File: src/hdl/pa_pkg.sv
/*
	Shared word types, bus source codes and ALU function codes for the
	arithmetic and address section. Bit 0 of every word is the most
	significant bit. Modules import this package inside their bodies.
*/
package pa_pkg;

	// word width of every bus and register
	localparam int WORD_BITS = 16;
	// upper half of a word, used for the AR high byte test
	localparam int BYTE_BITS = WORD_BITS / 2;

	typedef logic [0:WORD_BITS-1] word_t;
	typedef logic [0:BYTE_BITS-1] byte_t;

	// source select codes
	typedef logic [2:0] w_src_t;
	typedef logic [2:0] a_src_t;

	// ALU function code
	typedef logic [2:0] alu_fn_t;

	// W bus sources, code 7 gives zero
	localparam w_src_t W_IR  = 3'd0;
	localparam w_src_t W_KL  = 3'd1;
	localparam w_src_t W_RDT = 3'd2;
	localparam w_src_t W_KI  = 3'd3;
	localparam w_src_t W_AT  = 3'd4;
	localparam w_src_t W_AC  = 3'd5;
	localparam w_src_t W_A   = 3'd6;

	// A bus sources, unused codes give zero
	localparam a_src_t A_ZERO = 3'd0;
	localparam a_src_t A_AR   = 3'd1;
	localparam a_src_t A_IC   = 3'd2;
	localparam a_src_t A_IR   = 3'd3;
	localparam a_src_t A_L    = 3'd4;

	// ALU functions
	// add and subtract both take cin, subtract is AC + ~A + cin
	localparam alu_fn_t FN_ADD     = 3'd0;
	localparam alu_fn_t FN_SUB     = 3'd1;
	localparam alu_fn_t FN_AND     = 3'd2;
	localparam alu_fn_t FN_OR      = 3'd3;
	localparam alu_fn_t FN_XOR     = 3'd4;
	localparam alu_fn_t FN_PASS_A  = 3'd5;
	localparam alu_fn_t FN_NOT_A   = 3'd6;
	localparam alu_fn_t FN_PASS_AC = 3'd7;

endpackage

File: src/hdl/alu.sv
/*
	16-bit ALU between the accumulator and the A bus.
	Purely combinational; the function code picks the operation and
	carry and overflow are only meaningful for add and subtract.
*/
`timescale 1ns/1ps

module alu (
	input  pa_pkg::word_t   a,
	input  pa_pkg::word_t   ac,
	input  pa_pkg::alu_fn_t fn,
	input  logic            cin,
	output pa_pkg::word_t   f,
	output logic            carry,
	output logic            ovf,
	output logic            zs
);

	import pa_pkg::*;

	// second adder operand, inverted for subtraction
	word_t b;
	// carry out sits in front of the 16 sum bits
	logic [0:WORD_BITS] sum;
	logic arith;

	assign arith = (fn == FN_ADD) || (fn == FN_SUB);
	assign b = (fn == FN_SUB) ? ~a : a;

	// carry ripples toward bit 0, the MSB
	assign sum = {1'b0, ac} + {1'b0, b} + {{WORD_BITS{1'b0}}, cin};

	always_comb begin
		case (fn)
			FN_ADD: begin
				f = sum[1:WORD_BITS];
			end
			FN_SUB: begin
				f = sum[1:WORD_BITS];
			end
			FN_AND: begin
				f = ac & a;
			end
			FN_OR: begin
				f = ac | a;
			end
			FN_XOR: begin
				f = ac ^ a;
			end
			FN_PASS_A: begin
				f = a;
			end
			FN_NOT_A: begin
				f = ~a;
			end
			FN_PASS_AC: begin
				f = ac;
			end
			default: begin
				f = ac;
			end
		endcase
	end

	// carry out of bit 0
	assign carry = arith & sum[0];

	// operands agree in sign but the result does not
	assign ovf = arith & (ac[0] == b[0]) & (sum[1] != ac[0]);

	assign zs = (f == '0);

endmodule

File: src/hdl/acc_path.sv
/*
	Accumulator path: AC and AT registers, the AT right shifter and the
	zero-flag flip-flop wzi, around the ALU. Registers change on the
	clock edge when their gated strobe is high in that cycle.
*/
`timescale 1ns/1ps

module acc_path (
	input  logic            __clk,
	input  logic            reset,
	input  pa_pkg::word_t   w,
	input  pa_pkg::word_t   a,
	input  pa_pkg::alu_fn_t alu_fn,
	input  logic            cin,
	input  logic            strob1,
	input  logic            strob2,
	input  logic            as2,
	input  logic            w_ac,
	input  logic            at_ld,
	input  logic            at_sh,
	input  logic            eat0,
	output pa_pkg::word_t   ac,
	output pa_pkg::word_t   at,
	output logic            s0,
	output logic            carry,
	output logic            ovf,
	output logic            zs,
	output logic            at15,
	output logic            wzi
);

	import pa_pkg::*;

	word_t f;
	logic stroba;
	logic strobb;
	logic ac_ld;

	// as2 picks which strobe is live
	assign stroba = ~as2 & strob1;
	assign strobb = as2 & strob2;

	assign ac_ld = w_ac & (stroba | strobb);

	alu u_alu (
		.a     (a),
		.ac    (ac),
		.fn    (alu_fn),
		.cin   (cin),
		.f     (f),
		.carry (carry),
		.ovf   (ovf),
		.zs    (zs)
	);

	always_ff @(posedge __clk) begin
		if (reset) begin
			ac <= '0;
		end else if (ac_ld) begin
			ac <= w;
		end
	end

	// load beats shift, both on strob1
	always_ff @(posedge __clk) begin
		if (reset) begin
			at <= '0;
		end else if (at_ld & strob1) begin
			at <= f;
		end else if (at_sh & strob1) begin
			at <= {eat0, at[0:WORD_BITS-2]};
		end
	end

	// zero flag sampled in the second half of the cycle
	always_ff @(posedge __clk) begin
		if (reset) begin
			wzi <= 1'b0;
		end else if (as2 & strob1) begin
			wzi <= zs;
		end
	end

	assign s0 = f[0];
	assign at15 = at[WORD_BITS-1];

endmodule

File: src/hdl/addr_path.sv
/*
	Address path: the AR register with load and increment and the IC
	instruction counter with clear, load and increment.
	arz flags a nonzero upper byte of AR.
*/
`timescale 1ns/1ps

module addr_path (
	input  logic          __clk,
	input  logic          reset,
	input  pa_pkg::word_t w,
	input  logic          strob1,
	input  logic          strob2,
	input  logic          as2,
	input  logic          w_ar,
	input  logic          arp1,
	input  logic          w_ic,
	input  logic          icp1,
	input  logic          off,
	output pa_pkg::word_t ar,
	output pa_pkg::word_t ic,
	output logic          arz
);

	import pa_pkg::*;

	logic stroba;
	logic strobb;
	logic ar_ld;
	logic ar_inc;
	logic ic_ld;
	logic ic_inc;
	byte_t ar_hi;

	assign stroba = ~as2 & strob1;
	assign strobb = as2 & strob2;

	assign ar_ld = w_ar & (stroba | strobb);
	// increment only on the first strobe
	assign ar_inc = arp1 & stroba;

	assign ic_ld = w_ic & (stroba | strobb);
	assign ic_inc = icp1 & strob1;

	always_ff @(posedge __clk) begin
		if (reset) begin
			ar <= '0;
		end else if (ar_ld) begin
			ar <= w;
		end else if (ar_inc) begin
			ar <= ar + word_t'(1);
		end
	end

	// off clears the counter ahead of any load
	always_ff @(posedge __clk) begin
		if (reset) begin
			ic <= '0;
		end else if (off) begin
			ic <= '0;
		end else if (ic_ld) begin
			ic <= w;
		end else if (ic_inc) begin
			ic <= ic + word_t'(1);
		end
	end

	assign ar_hi = ar[0:BYTE_BITS-1];
	assign arz = |ar_hi;

endmodule

File: src/hdl/bus_a.sv
/*
	A bus combiner. Selects the A bus source, forms the memory address
	dad from the gated AR and IC, and compares it with the keys for
	the address-match signal zga.
*/
`timescale 1ns/1ps

module bus_a (
	input  pa_pkg::word_t  ar,
	input  pa_pkg::word_t  ic,
	input  pa_pkg::word_t  ir,
	input  pa_pkg::word_t  l,
	input  pa_pkg::word_t  kl,
	input  pa_pkg::a_src_t a_sel,
	input  logic           ar_ad,
	input  logic           ic_ad,
	input  logic           barnb,
	output pa_pkg::word_t  a,
	output pa_pkg::word_t  dad,
	output logic           zga
);

	import pa_pkg::*;

	// the compare word has its top bit taken from the block select
	word_t match_word;

	always_comb begin
		case (a_sel)
			A_ZERO: begin
				a = '0;
			end
			A_AR: begin
				a = ar;
			end
			A_IC: begin
				a = ic;
			end
			A_IR: begin
				a = ir;
			end
			A_L: begin
				a = l;
			end
			default: begin
				a = '0;
			end
		endcase
	end

	// both gates open gives the OR of the two
	assign dad = ({WORD_BITS{ar_ad}} & ar) | ({WORD_BITS{ic_ad}} & ic);

	assign match_word = {~barnb, dad[1:WORD_BITS-1]};
	assign zga = (kl == match_word);

endmodule

File: src/hdl/bus_w.sv
/*
	W bus combiner. Selects one of the register and input words onto
	the W bus and drives the memory data output ddt from it while
	w_dt is high.
*/
`timescale 1ns/1ps

module bus_w (
	input  pa_pkg::word_t  ir,
	input  pa_pkg::word_t  kl,
	input  pa_pkg::word_t  rdt,
	input  pa_pkg::word_t  ki,
	input  pa_pkg::word_t  at,
	input  pa_pkg::word_t  ac,
	input  pa_pkg::word_t  a,
	input  pa_pkg::w_src_t w_sel,
	input  logic           w_dt,
	output pa_pkg::word_t  w,
	output pa_pkg::word_t  ddt
);

	import pa_pkg::*;

	always_comb begin
		case (w_sel)
			W_IR: begin
				w = ir;
			end
			W_KL: begin
				w = kl;
			end
			W_RDT: begin
				w = rdt;
			end
			W_KI: begin
				w = ki;
			end
			W_AT: begin
				w = at;
			end
			W_AC: begin
				w = ac;
			end
			W_A: begin
				w = a;
			end
			// code 7, nothing on the bus
			default: begin
				w = '0;
			end
		endcase
	end

	assign ddt = w & {WORD_BITS{w_dt}};

endmodule

File: src/hdl/pa.sv
/*
	Top of the arithmetic and address section. Wires the accumulator
	and address paths to the A and W bus combiners; holds no logic.
*/
`timescale 1ns/1ps

module pa (
	input  logic            __clk,
	input  logic            reset,
	input  pa_pkg::word_t   ir,
	input  pa_pkg::word_t   ki,
	input  pa_pkg::word_t   rdt,
	input  pa_pkg::word_t   kl,
	input  pa_pkg::word_t   l,
	input  pa_pkg::w_src_t  w_sel,
	input  pa_pkg::a_src_t  a_sel,
	input  pa_pkg::alu_fn_t alu_fn,
	input  logic            w_dt,
	input  logic            cin,
	input  logic            strob1,
	input  logic            strob2,
	input  logic            as2,
	input  logic            w_ac,
	input  logic            at_ld,
	input  logic            at_sh,
	input  logic            eat0,
	input  logic            w_ar,
	input  logic            arp1,
	input  logic            w_ic,
	input  logic            icp1,
	input  logic            off,
	input  logic            ar_ad,
	input  logic            ic_ad,
	input  logic            barnb,
	output pa_pkg::word_t   w,
	output pa_pkg::word_t   ddt,
	output pa_pkg::word_t   dad,
	output logic            s0,
	output logic            carry,
	output logic            ovf,
	output logic            zs,
	output logic            at15,
	output logic            wzi,
	output logic            arz,
	output logic            zga
);

	import pa_pkg::*;

	// register outputs and the A bus
	word_t ac;
	word_t at;
	word_t ar;
	word_t ic;
	word_t a;

	acc_path u_acc_path (
		.__clk  (__clk),
		.reset  (reset),
		.w      (w),
		.a      (a),
		.alu_fn (alu_fn),
		.cin    (cin),
		.strob1 (strob1),
		.strob2 (strob2),
		.as2    (as2),
		.w_ac   (w_ac),
		.at_ld  (at_ld),
		.at_sh  (at_sh),
		.eat0   (eat0),
		.ac     (ac),
		.at     (at),
		.s0     (s0),
		.carry  (carry),
		.ovf    (ovf),
		.zs     (zs),
		.at15   (at15),
		.wzi    (wzi)
	);

	addr_path u_addr_path (
		.__clk  (__clk),
		.reset  (reset),
		.w      (w),
		.strob1 (strob1),
		.strob2 (strob2),
		.as2    (as2),
		.w_ar   (w_ar),
		.arp1   (arp1),
		.w_ic   (w_ic),
		.icp1   (icp1),
		.off    (off),
		.ar     (ar),
		.ic     (ic),
		.arz    (arz)
	);

	// a depends only on registers and inputs, so no loop through w
	bus_a u_bus_a (
		.ar    (ar),
		.ic    (ic),
		.ir    (ir),
		.l     (l),
		.kl    (kl),
		.a_sel (a_sel),
		.ar_ad (ar_ad),
		.ic_ad (ic_ad),
		.barnb (barnb),
		.a     (a),
		.dad   (dad),
		.zga   (zga)
	);

	bus_w u_bus_w (
		.ir    (ir),
		.kl    (kl),
		.rdt   (rdt),
		.ki    (ki),
		.at    (at),
		.ac    (ac),
		.a     (a),
		.w_sel (w_sel),
		.w_dt  (w_dt),
		.w     (w),
		.ddt   (ddt)
	);

endmodule

File: config.mk
export PLATFORM = sky130hd
export DESIGN_NAME = pa
export DESIGN_NICKNAME = d
export VERILOG_FILES = /design/src/hdl/pa_pkg.sv /design/src/hdl/alu.sv /design/src/hdl/acc_path.sv /design/src/hdl/addr_path.sv /design/src/hdl/bus_a.sv /design/src/hdl/bus_w.sv /design/src/hdl/pa.sv
export SDC_FILE = /design/constraint.sdc
export NUM_CORES = 1
export LEC_CHECK = 0
export BUFFER_PORTS_ARGS = -buffer_cell sky130_fd_sc_hd__buf_4
export CAP_MARGIN = 20
export CORE_ASPECT_RATIO = 0.6
export CORE_UTILIZATION = 52
export CTS_CLUSTER_DIAMETER = 30
export DETAILED_ROUTE_END_ITERATION = 10
export GPL_TIMING_DRIVEN = 0
export PLACE_DENSITY = 0.79
export SYNTH_ARGS = -nofsm -noshare
export SYNTH_HDL_FRONTEND = slang
export SYNTH_HIERARCHICAL = 1
export SYNTH_SLANG_ARGS = --single-unit
File: constraint.sdc
create_clock -name __clk -period 7 [get_ports __clk]
set_clock_uncertainty 0.2 [all_clocks]
set_input_delay 1.05 -clock __clk [delete_from_list [all_inputs] [get_ports __clk]]
set_output_delay 1.05 -clock __clk [all_outputs]
set_load 0.01 [all_outputs]
Word-level counts from Yosys, hierarchy flattened
Cells that the tools add are included.

Add/subtract/negate cells: 4. Reductions and logical operators: 10. Bitwise gates (word level): 24. Muxes and demuxes: 10. Equality and inequality tests: 20.

Operators by type and width (number): $pmux 16 s7 (2); $mux 16 (7); $and 16x16->16 (4); $pmux 16 s4 (1); $add 16x1->16 const B (2); $or 16x16->16 (2); $eq 3x3->1 const B (8); $eq 3x2->1 const B (6); $add 16x16->17 (1); $add 17x1->17 (1); $eq 16x16->1 (1); $logic_not 16->1 (1); $not 16->16 (1); $xor 16x16->16 (1); $and 1x1->1 (13); $eq 3x1->1 const B (3); $reduce_or 8->1 (1); $logic_not 3->1 (2); $reduce_bool 2->1 (3); $reduce_or 2->1 (2); $not 1->1 (2); $eq 1x1->1 (1); $logic_or 1x1->1 (1); $ne 1x1->1 (1); $or 1x1->1 (1).

Bits in registers: 65. Word-level logic and storage cells: 73. Output and inout port bits: 56.

Longest topological paths before layout
Depth in word-level cells: 8. Gate-level depth with buffers: 22. Gate-level depth less buffers: 19.

Cells and area by module
Netlist, hierarchy kept.

By module, submodules not included: alu (seq. area each 0.0 µm², instances 1, cells each 336, area an instance 2474.9 µm²); addr_path (seq. area each 640.6 µm², instances 1, cells each 240, area an instance 1919.3 µm²); acc_path (seq. area each 660.6 µm², instances 1, cells each 183, area an instance 1620.3 µm²); bus_w (seq. area each 0.0 µm², instances 1, cells each 152, area an instance 1209.9 µm²); bus_a (seq. area each 0.0 µm², instances 1, cells each 105, area an instance 844.6 µm²).

Worst setup path before layout
No wires, ideal clock.

Path type: input -> output. From: in alu_fn[2]. To: out zs. Data arrival time: 5736 ps. Path slack: 14 ps. Required time: 5750 ps. Path buffers: 5. Cell stages on the path: 17. Cells stage by stage: buf_6 -> buf_2 -> buf_4 -> or2_1 -> clkbuf_1 -> nor2_1 -> clkbuf_1 -> xnor2_1 -> ha_1 -> o21a_1 -> o31a_1 -> a21oi_1 -> a221o_1 -> or4_1 -> or4b_1 -> or4_1 -> a2111oi_2.

Longest elaborated chain between the ends: 6. Elaborated cells between the ends (all ways): 14.

RTL lines: from (decl) (line pa.sv:17) `input pa_pkg::alu_fn_t alu_fn,`; $eq 3x1->1 (line alu.sv:28, alu.sv:34); $mux 16 (line alu.sv:28) `assign b = (fn == FN_SUB) ? ~a : a;`; $add 16x16->17 (line alu.sv:31) `assign sum = {1'b0, ac} + {1'b0, b} + {{WORD_BITS{1'b0}}, cin};`; $add 17x1->17 (line alu.sv:31); $pmux 16 s7 (*) (line alu.sv:34) `case (fn)`; named net u_acc_path.f[4] (line acc_path.sv:34) `word_t f;`; $logic_not 16->1 (*) (line alu.sv:71) `assign zs = (f == '0);`; to (decl) (line pa.sv:41) `output logic zs,`.

Mark *: on every way through the listed nets, which the timed path passes. The rest lies on a longest branch.

Worst setup path after layout
From: in a_sel[1]. To: out zs.

Longest elaborated chain between the ends: 8. Elaborated cells between the ends (all ways): 14.

RTL lines: from (decl) (line pa.sv:16) `input pa_pkg::a_src_t a_sel,`; $eq 3x3->1 (tied with other cells) (line bus_a.sv:29) `case (a_sel)`; $pmux 16 s4 (*) (line bus_a.sv:29); named net a[0] (line pa.sv:55) `word_t a;`; $not 16->16 (line alu.sv:28); $mux 16 (*) (line alu.sv:28); $add 16x16->17 (*) (line alu.sv:31); $add 17x1->17 (*) (line alu.sv:31); $pmux 16 s7 (*) (line alu.sv:34); named net u_acc_path.f[4] (line acc_path.sv:34); $logic_not 16->1 (*) (line alu.sv:71).

Marked as above.

==> summary.txt <==
Synth
  – Synth warnings: 6
  – Mean Syn Cell Area: 7.942 um^2
  – Synth area leader: dfxtp_1
  – Cells after Synth: 1016
  – Synth Area in XOR/XNOR: 6.621%
  – Area share of the largest cell type after synthesis: 16.13%
  – Net count after synthesis: 1175
  – Largest family of logic cells by synthesized area: compound AO/OA/AOI/OAI gates
  – Prevailing post-synth register cell: dfxtp_1
  – Compound-Gate Fraction of Synth Area: 26.89%
  – Synth Area in Adders: 8.094%
  – Yosys reg bits: 65
  – Post-synthesis mux area share: 11.97%
  – Main area contributors after synthesis: dfxtp_1 (16%), ha_1 (7.6%), mux2i_1 (6.9%)
  – Yosys cell types: 87
  – Synth Cell Area: between 8000 and 9000 um^2
  – Simple-Gate Fraction of Synth Area: ~22%
  – Seq/Total Area, Yosys: 16.13%
  – Number of flops mapped to enable cells by yosys: 0
  – Synth async-reset ratio: 0%

Placed design
  – Buffers on Ports: 155
  – Placed cell areas: 9480 um^2
  – HPWL after detailed placement: 26740 um
  – GPL Wtd Cong: 1.016

Final layout
  – Util after Layout: 67.55%
  – Storage cell area: 1301 um^2
  – Area of the multi-input gates: 6166 um^2
  – Fillers: 1288
  – Nets: 1348
  – Synthesis-to-finish area growth: 23.93%
  – # diodes: 0
  – Finished Cell Area: 10000 um^2
  – Layout cells sized above 1: a little over a quarter

Min path
  – Worst Hold Class: reg2reg

STA
  – Slew Limit Fails: 0
  – Max_slew headroom: 30.41%
  – Achievable Freq: 0.1448 GHz
  – Period Utilization, post-route: between 90% and 100%
  – Hold Slack: 0.2822 ns
  – Setup TNS: 0 ns
  – Final hold violation count: 0
  – Final min period: 6.905 ns
  – Endpoints failing setup: 0
  – Worst-Margin Slew: 1.039 ns

Power and ir drop
  – Leakage: 4.157 nW
  – Net switching power: between 0.5 and 0.6 mW
  – Peak VDD IR: 0.0001343 V
  – Cell area power density: 150.6 nW/um^2
  – Register share of total power: 28.2%
  – Switch share: 36.27%
  – Clock group share of total power: 34.4%
  – Logic pwr share: 37.4%
  – Int Power: 0.9600 mW

Clocking
  – CTS H-tree depth: 3
  – CTS root buf: clkbuf_16
  – Clock sinks: 65
  – Clock buffer depth: 2
  – Clk_lat worst skew: 0.34 ns
  – CTS tree: done
  – CTS Buf Count: 9
  – Clk pin slew, worst setup/hold paths: about 0.06 ns
  – Hold_buf cts: 0

Setup path
  – WP data arrival: 5.66 ns
  – Critical Path RT: 5.75 ns
  – CP endpoint kind: output port
  – CP Class: in2out
  – Worst Path Max Fanout: 10
  – Worst Setup Start Kind: primary input
  – R2R Setup Slk: 1.95 ns

Global route
  – Initial antenna violation count: 2
  – Vias in the first global route: 7999
  – GRT Overall Usage: 40.70%
  – Largest net degree at the start of global routing: 20
  – Grt ovf: 0
  – First-pass GRT wire length: 48570 um

Floorplanning
  – # rows: 34
  – Die Span X: between 150 and 200 um
  – # IOs: 164
  – Core area: around 15000 um^2
  – Initial Util: 54.50%
  – Die height: 98.49 um
  – Die area: 16040 um^2

Detailed routing
  – Final ANT Viol Nets: 0
  – Vias/cell: 6.533
  – Vias: 9094
  – Initial DRC Count: between 1000 and 1500
  – Routed WL per cell: about 24 um
  – WL final: approximately 33000 um
  – DRC Markers: 0
  – Drt pass-1 iters: 6

Job
  – Max_cap viols: 0

Run status
  – Status: completed
## cells in the mapped netlist (6+ instances only)
master	instances
mux2_2	16
a22oi_1	45
dfxtp_1	65
nand3_1	22
mux2_4	6
a22o_2	15
ha_1	49
xnor2_1	52
nand2b_1	42
and2_1	18
a211oi_1	26
nor2b_1	12
mux2i_1	56
nor3_1	9
clkbuf_1	24
a22o_1	17
or3_1	7
buf_6	12
o22ai_1	26
buf_2	23
xor2_1	9
a21oi_1	50
nand2_1	45
nor4_1	12
and3b_1	22
o211ai_1	17
nor2_1	70
a31oi_1	8
nand4_1	14
inv_1	61
buf_4	13
o21a_1	13
o21ai_0	45
## stage by stage
step,std cells,setup WS [ns],power (mW)
floorplan,1016,0.01436,0.7468
global placement,1369,-1.435,0.9507
detailed placement,1369,-1.444,0.9580
CTS,1390,0.01201,1.479
global route,1392,-0.01909,1.554
finish,1392,0.09469,1.506
## cell families after synthesis
group,after synthesis
xor gates and xnor gates,61
buffers and inverters,138
AOI/OAI and AO/OA,306
adders and majority gates,51
and+or+nand+nor,310
DFF,65
muxes,85
## cell type report
type                            instances  area share, %
Multi-Input combinational cell        813          61.66
Inverter                               62          2.327
Sequential cell                        65          13.01
Clock inverter                          6         0.9009
Tap cell                              198          2.477
Clock buffer                           10          2.390
Timing Repair Buffer                  164          12.31
Buffer                                 74          4.917
## metal layers
layer | vias up | part of all wire (%) | global-route usage [%] | wire length (um)
li1 | 4101 | - | - | -
met1 | 4302 | 46 | 63.34 | 15350
met2 | 656 | 38 | 53.85 | 12570
met3 | 33 | 15 | 12.75 | 5137
met4 | 2 | 0.94 | 5.607 | 314
met5 | - | 0.19 | 3.939 | 63
## power groups by stage
stage | logic [mW] | clock network [mW] | registers [mW]
6_report | 0.563 | 0.519 | 0.425
5_1_grt | 0.593 | 0.533 | 0.427
4_1_cts | 0.537 | 0.519 | 0.423
3_5_place_dp | 0.527 | 0 | 0.431
3_3_place_gp | 0.520 | 0 | 0.431
2_1_floorplan | 0.329 | 0 | 0.418
## placed cells by master, fill, tap and decap left out, types with 5 or more instances in the layout
cell type / instances
buf_4: 178
nor2_1: 69
dfxtp_1: 65
inv_1: 59
mux2i_1: 56
xnor2_1: 51
a21oi_1: 50
ha_1: 49
nand2_1: 45
o21ai_0: 45
a22oi_1: 44
nand2b_1: 41
a211oi_1: 26
nand3_1: 22
o22ai_1: 22
and3b_1: 22
buf_2: 21
clkbuf_1: 18
and2_1: 18
a22o_1: 17
o211ai_1: 17
mux2_2: 16
a22o_2: 15
nand4_1: 14
buf_6: 13
o21a_1: 13
nor4_1: 12
nor2b_1: 10
clkbuf_16: 9
xor2_1: 9
nor3_1: 9
a31oi_1: 8
or3_1: 7
mux2_4: 6
or2_2: 5
mux4_2: 5
a221oi_1: 5
## state kept, by name, summed over array words and instances, names as in the netlist
name / cells
u_addr_path/ar: 16
u_acc_path/at: 16
u_addr_path/ic: 16
u_acc_path/ac: 16
u_acc_path/wzi: 1
## worst paths after layout
kind,startpoint,end,cells after the start
setup / recovery,a_sel[1],zs,20
hold / removal,u_acc_path/wzi,u_acc_path/wzi,2
setup reg to reg,u_addr_path/ar[0],u_acc_path/wzi,18
hold reg to reg,u_acc_path/wzi,u_acc_path/wzi,2
## timing repair
| item | CTS | global route |
|---|---|---|
| pin swaps | 7 | 8 |
| buffers inserted | 6 | 3 |
| resized for setup | 23 | 20 |
| setup endpoints to repair | 4 | 1 |
## worst max-delay path: stages
cell       delay (ns)
buf_6            0.13
nor2b_1          0.13
buf_4            0.14
buf_8            0.15
a22oi_2          0.23
o22ai_2          0.14
inv_2            0.11
xnor2_2          0.12
fa_2             0.24
inv_1            0.06
fa_2             0.36
nor2b_2          0.14
o31a_1           0.16
a21oi_1          0.05
a221o_1          0.40
or4_1            0.49
or4b_1           0.48
or4_4            0.51
a2111oi_4        0.36
buf_4            0.19
Power figures use the tool's default switching activity.
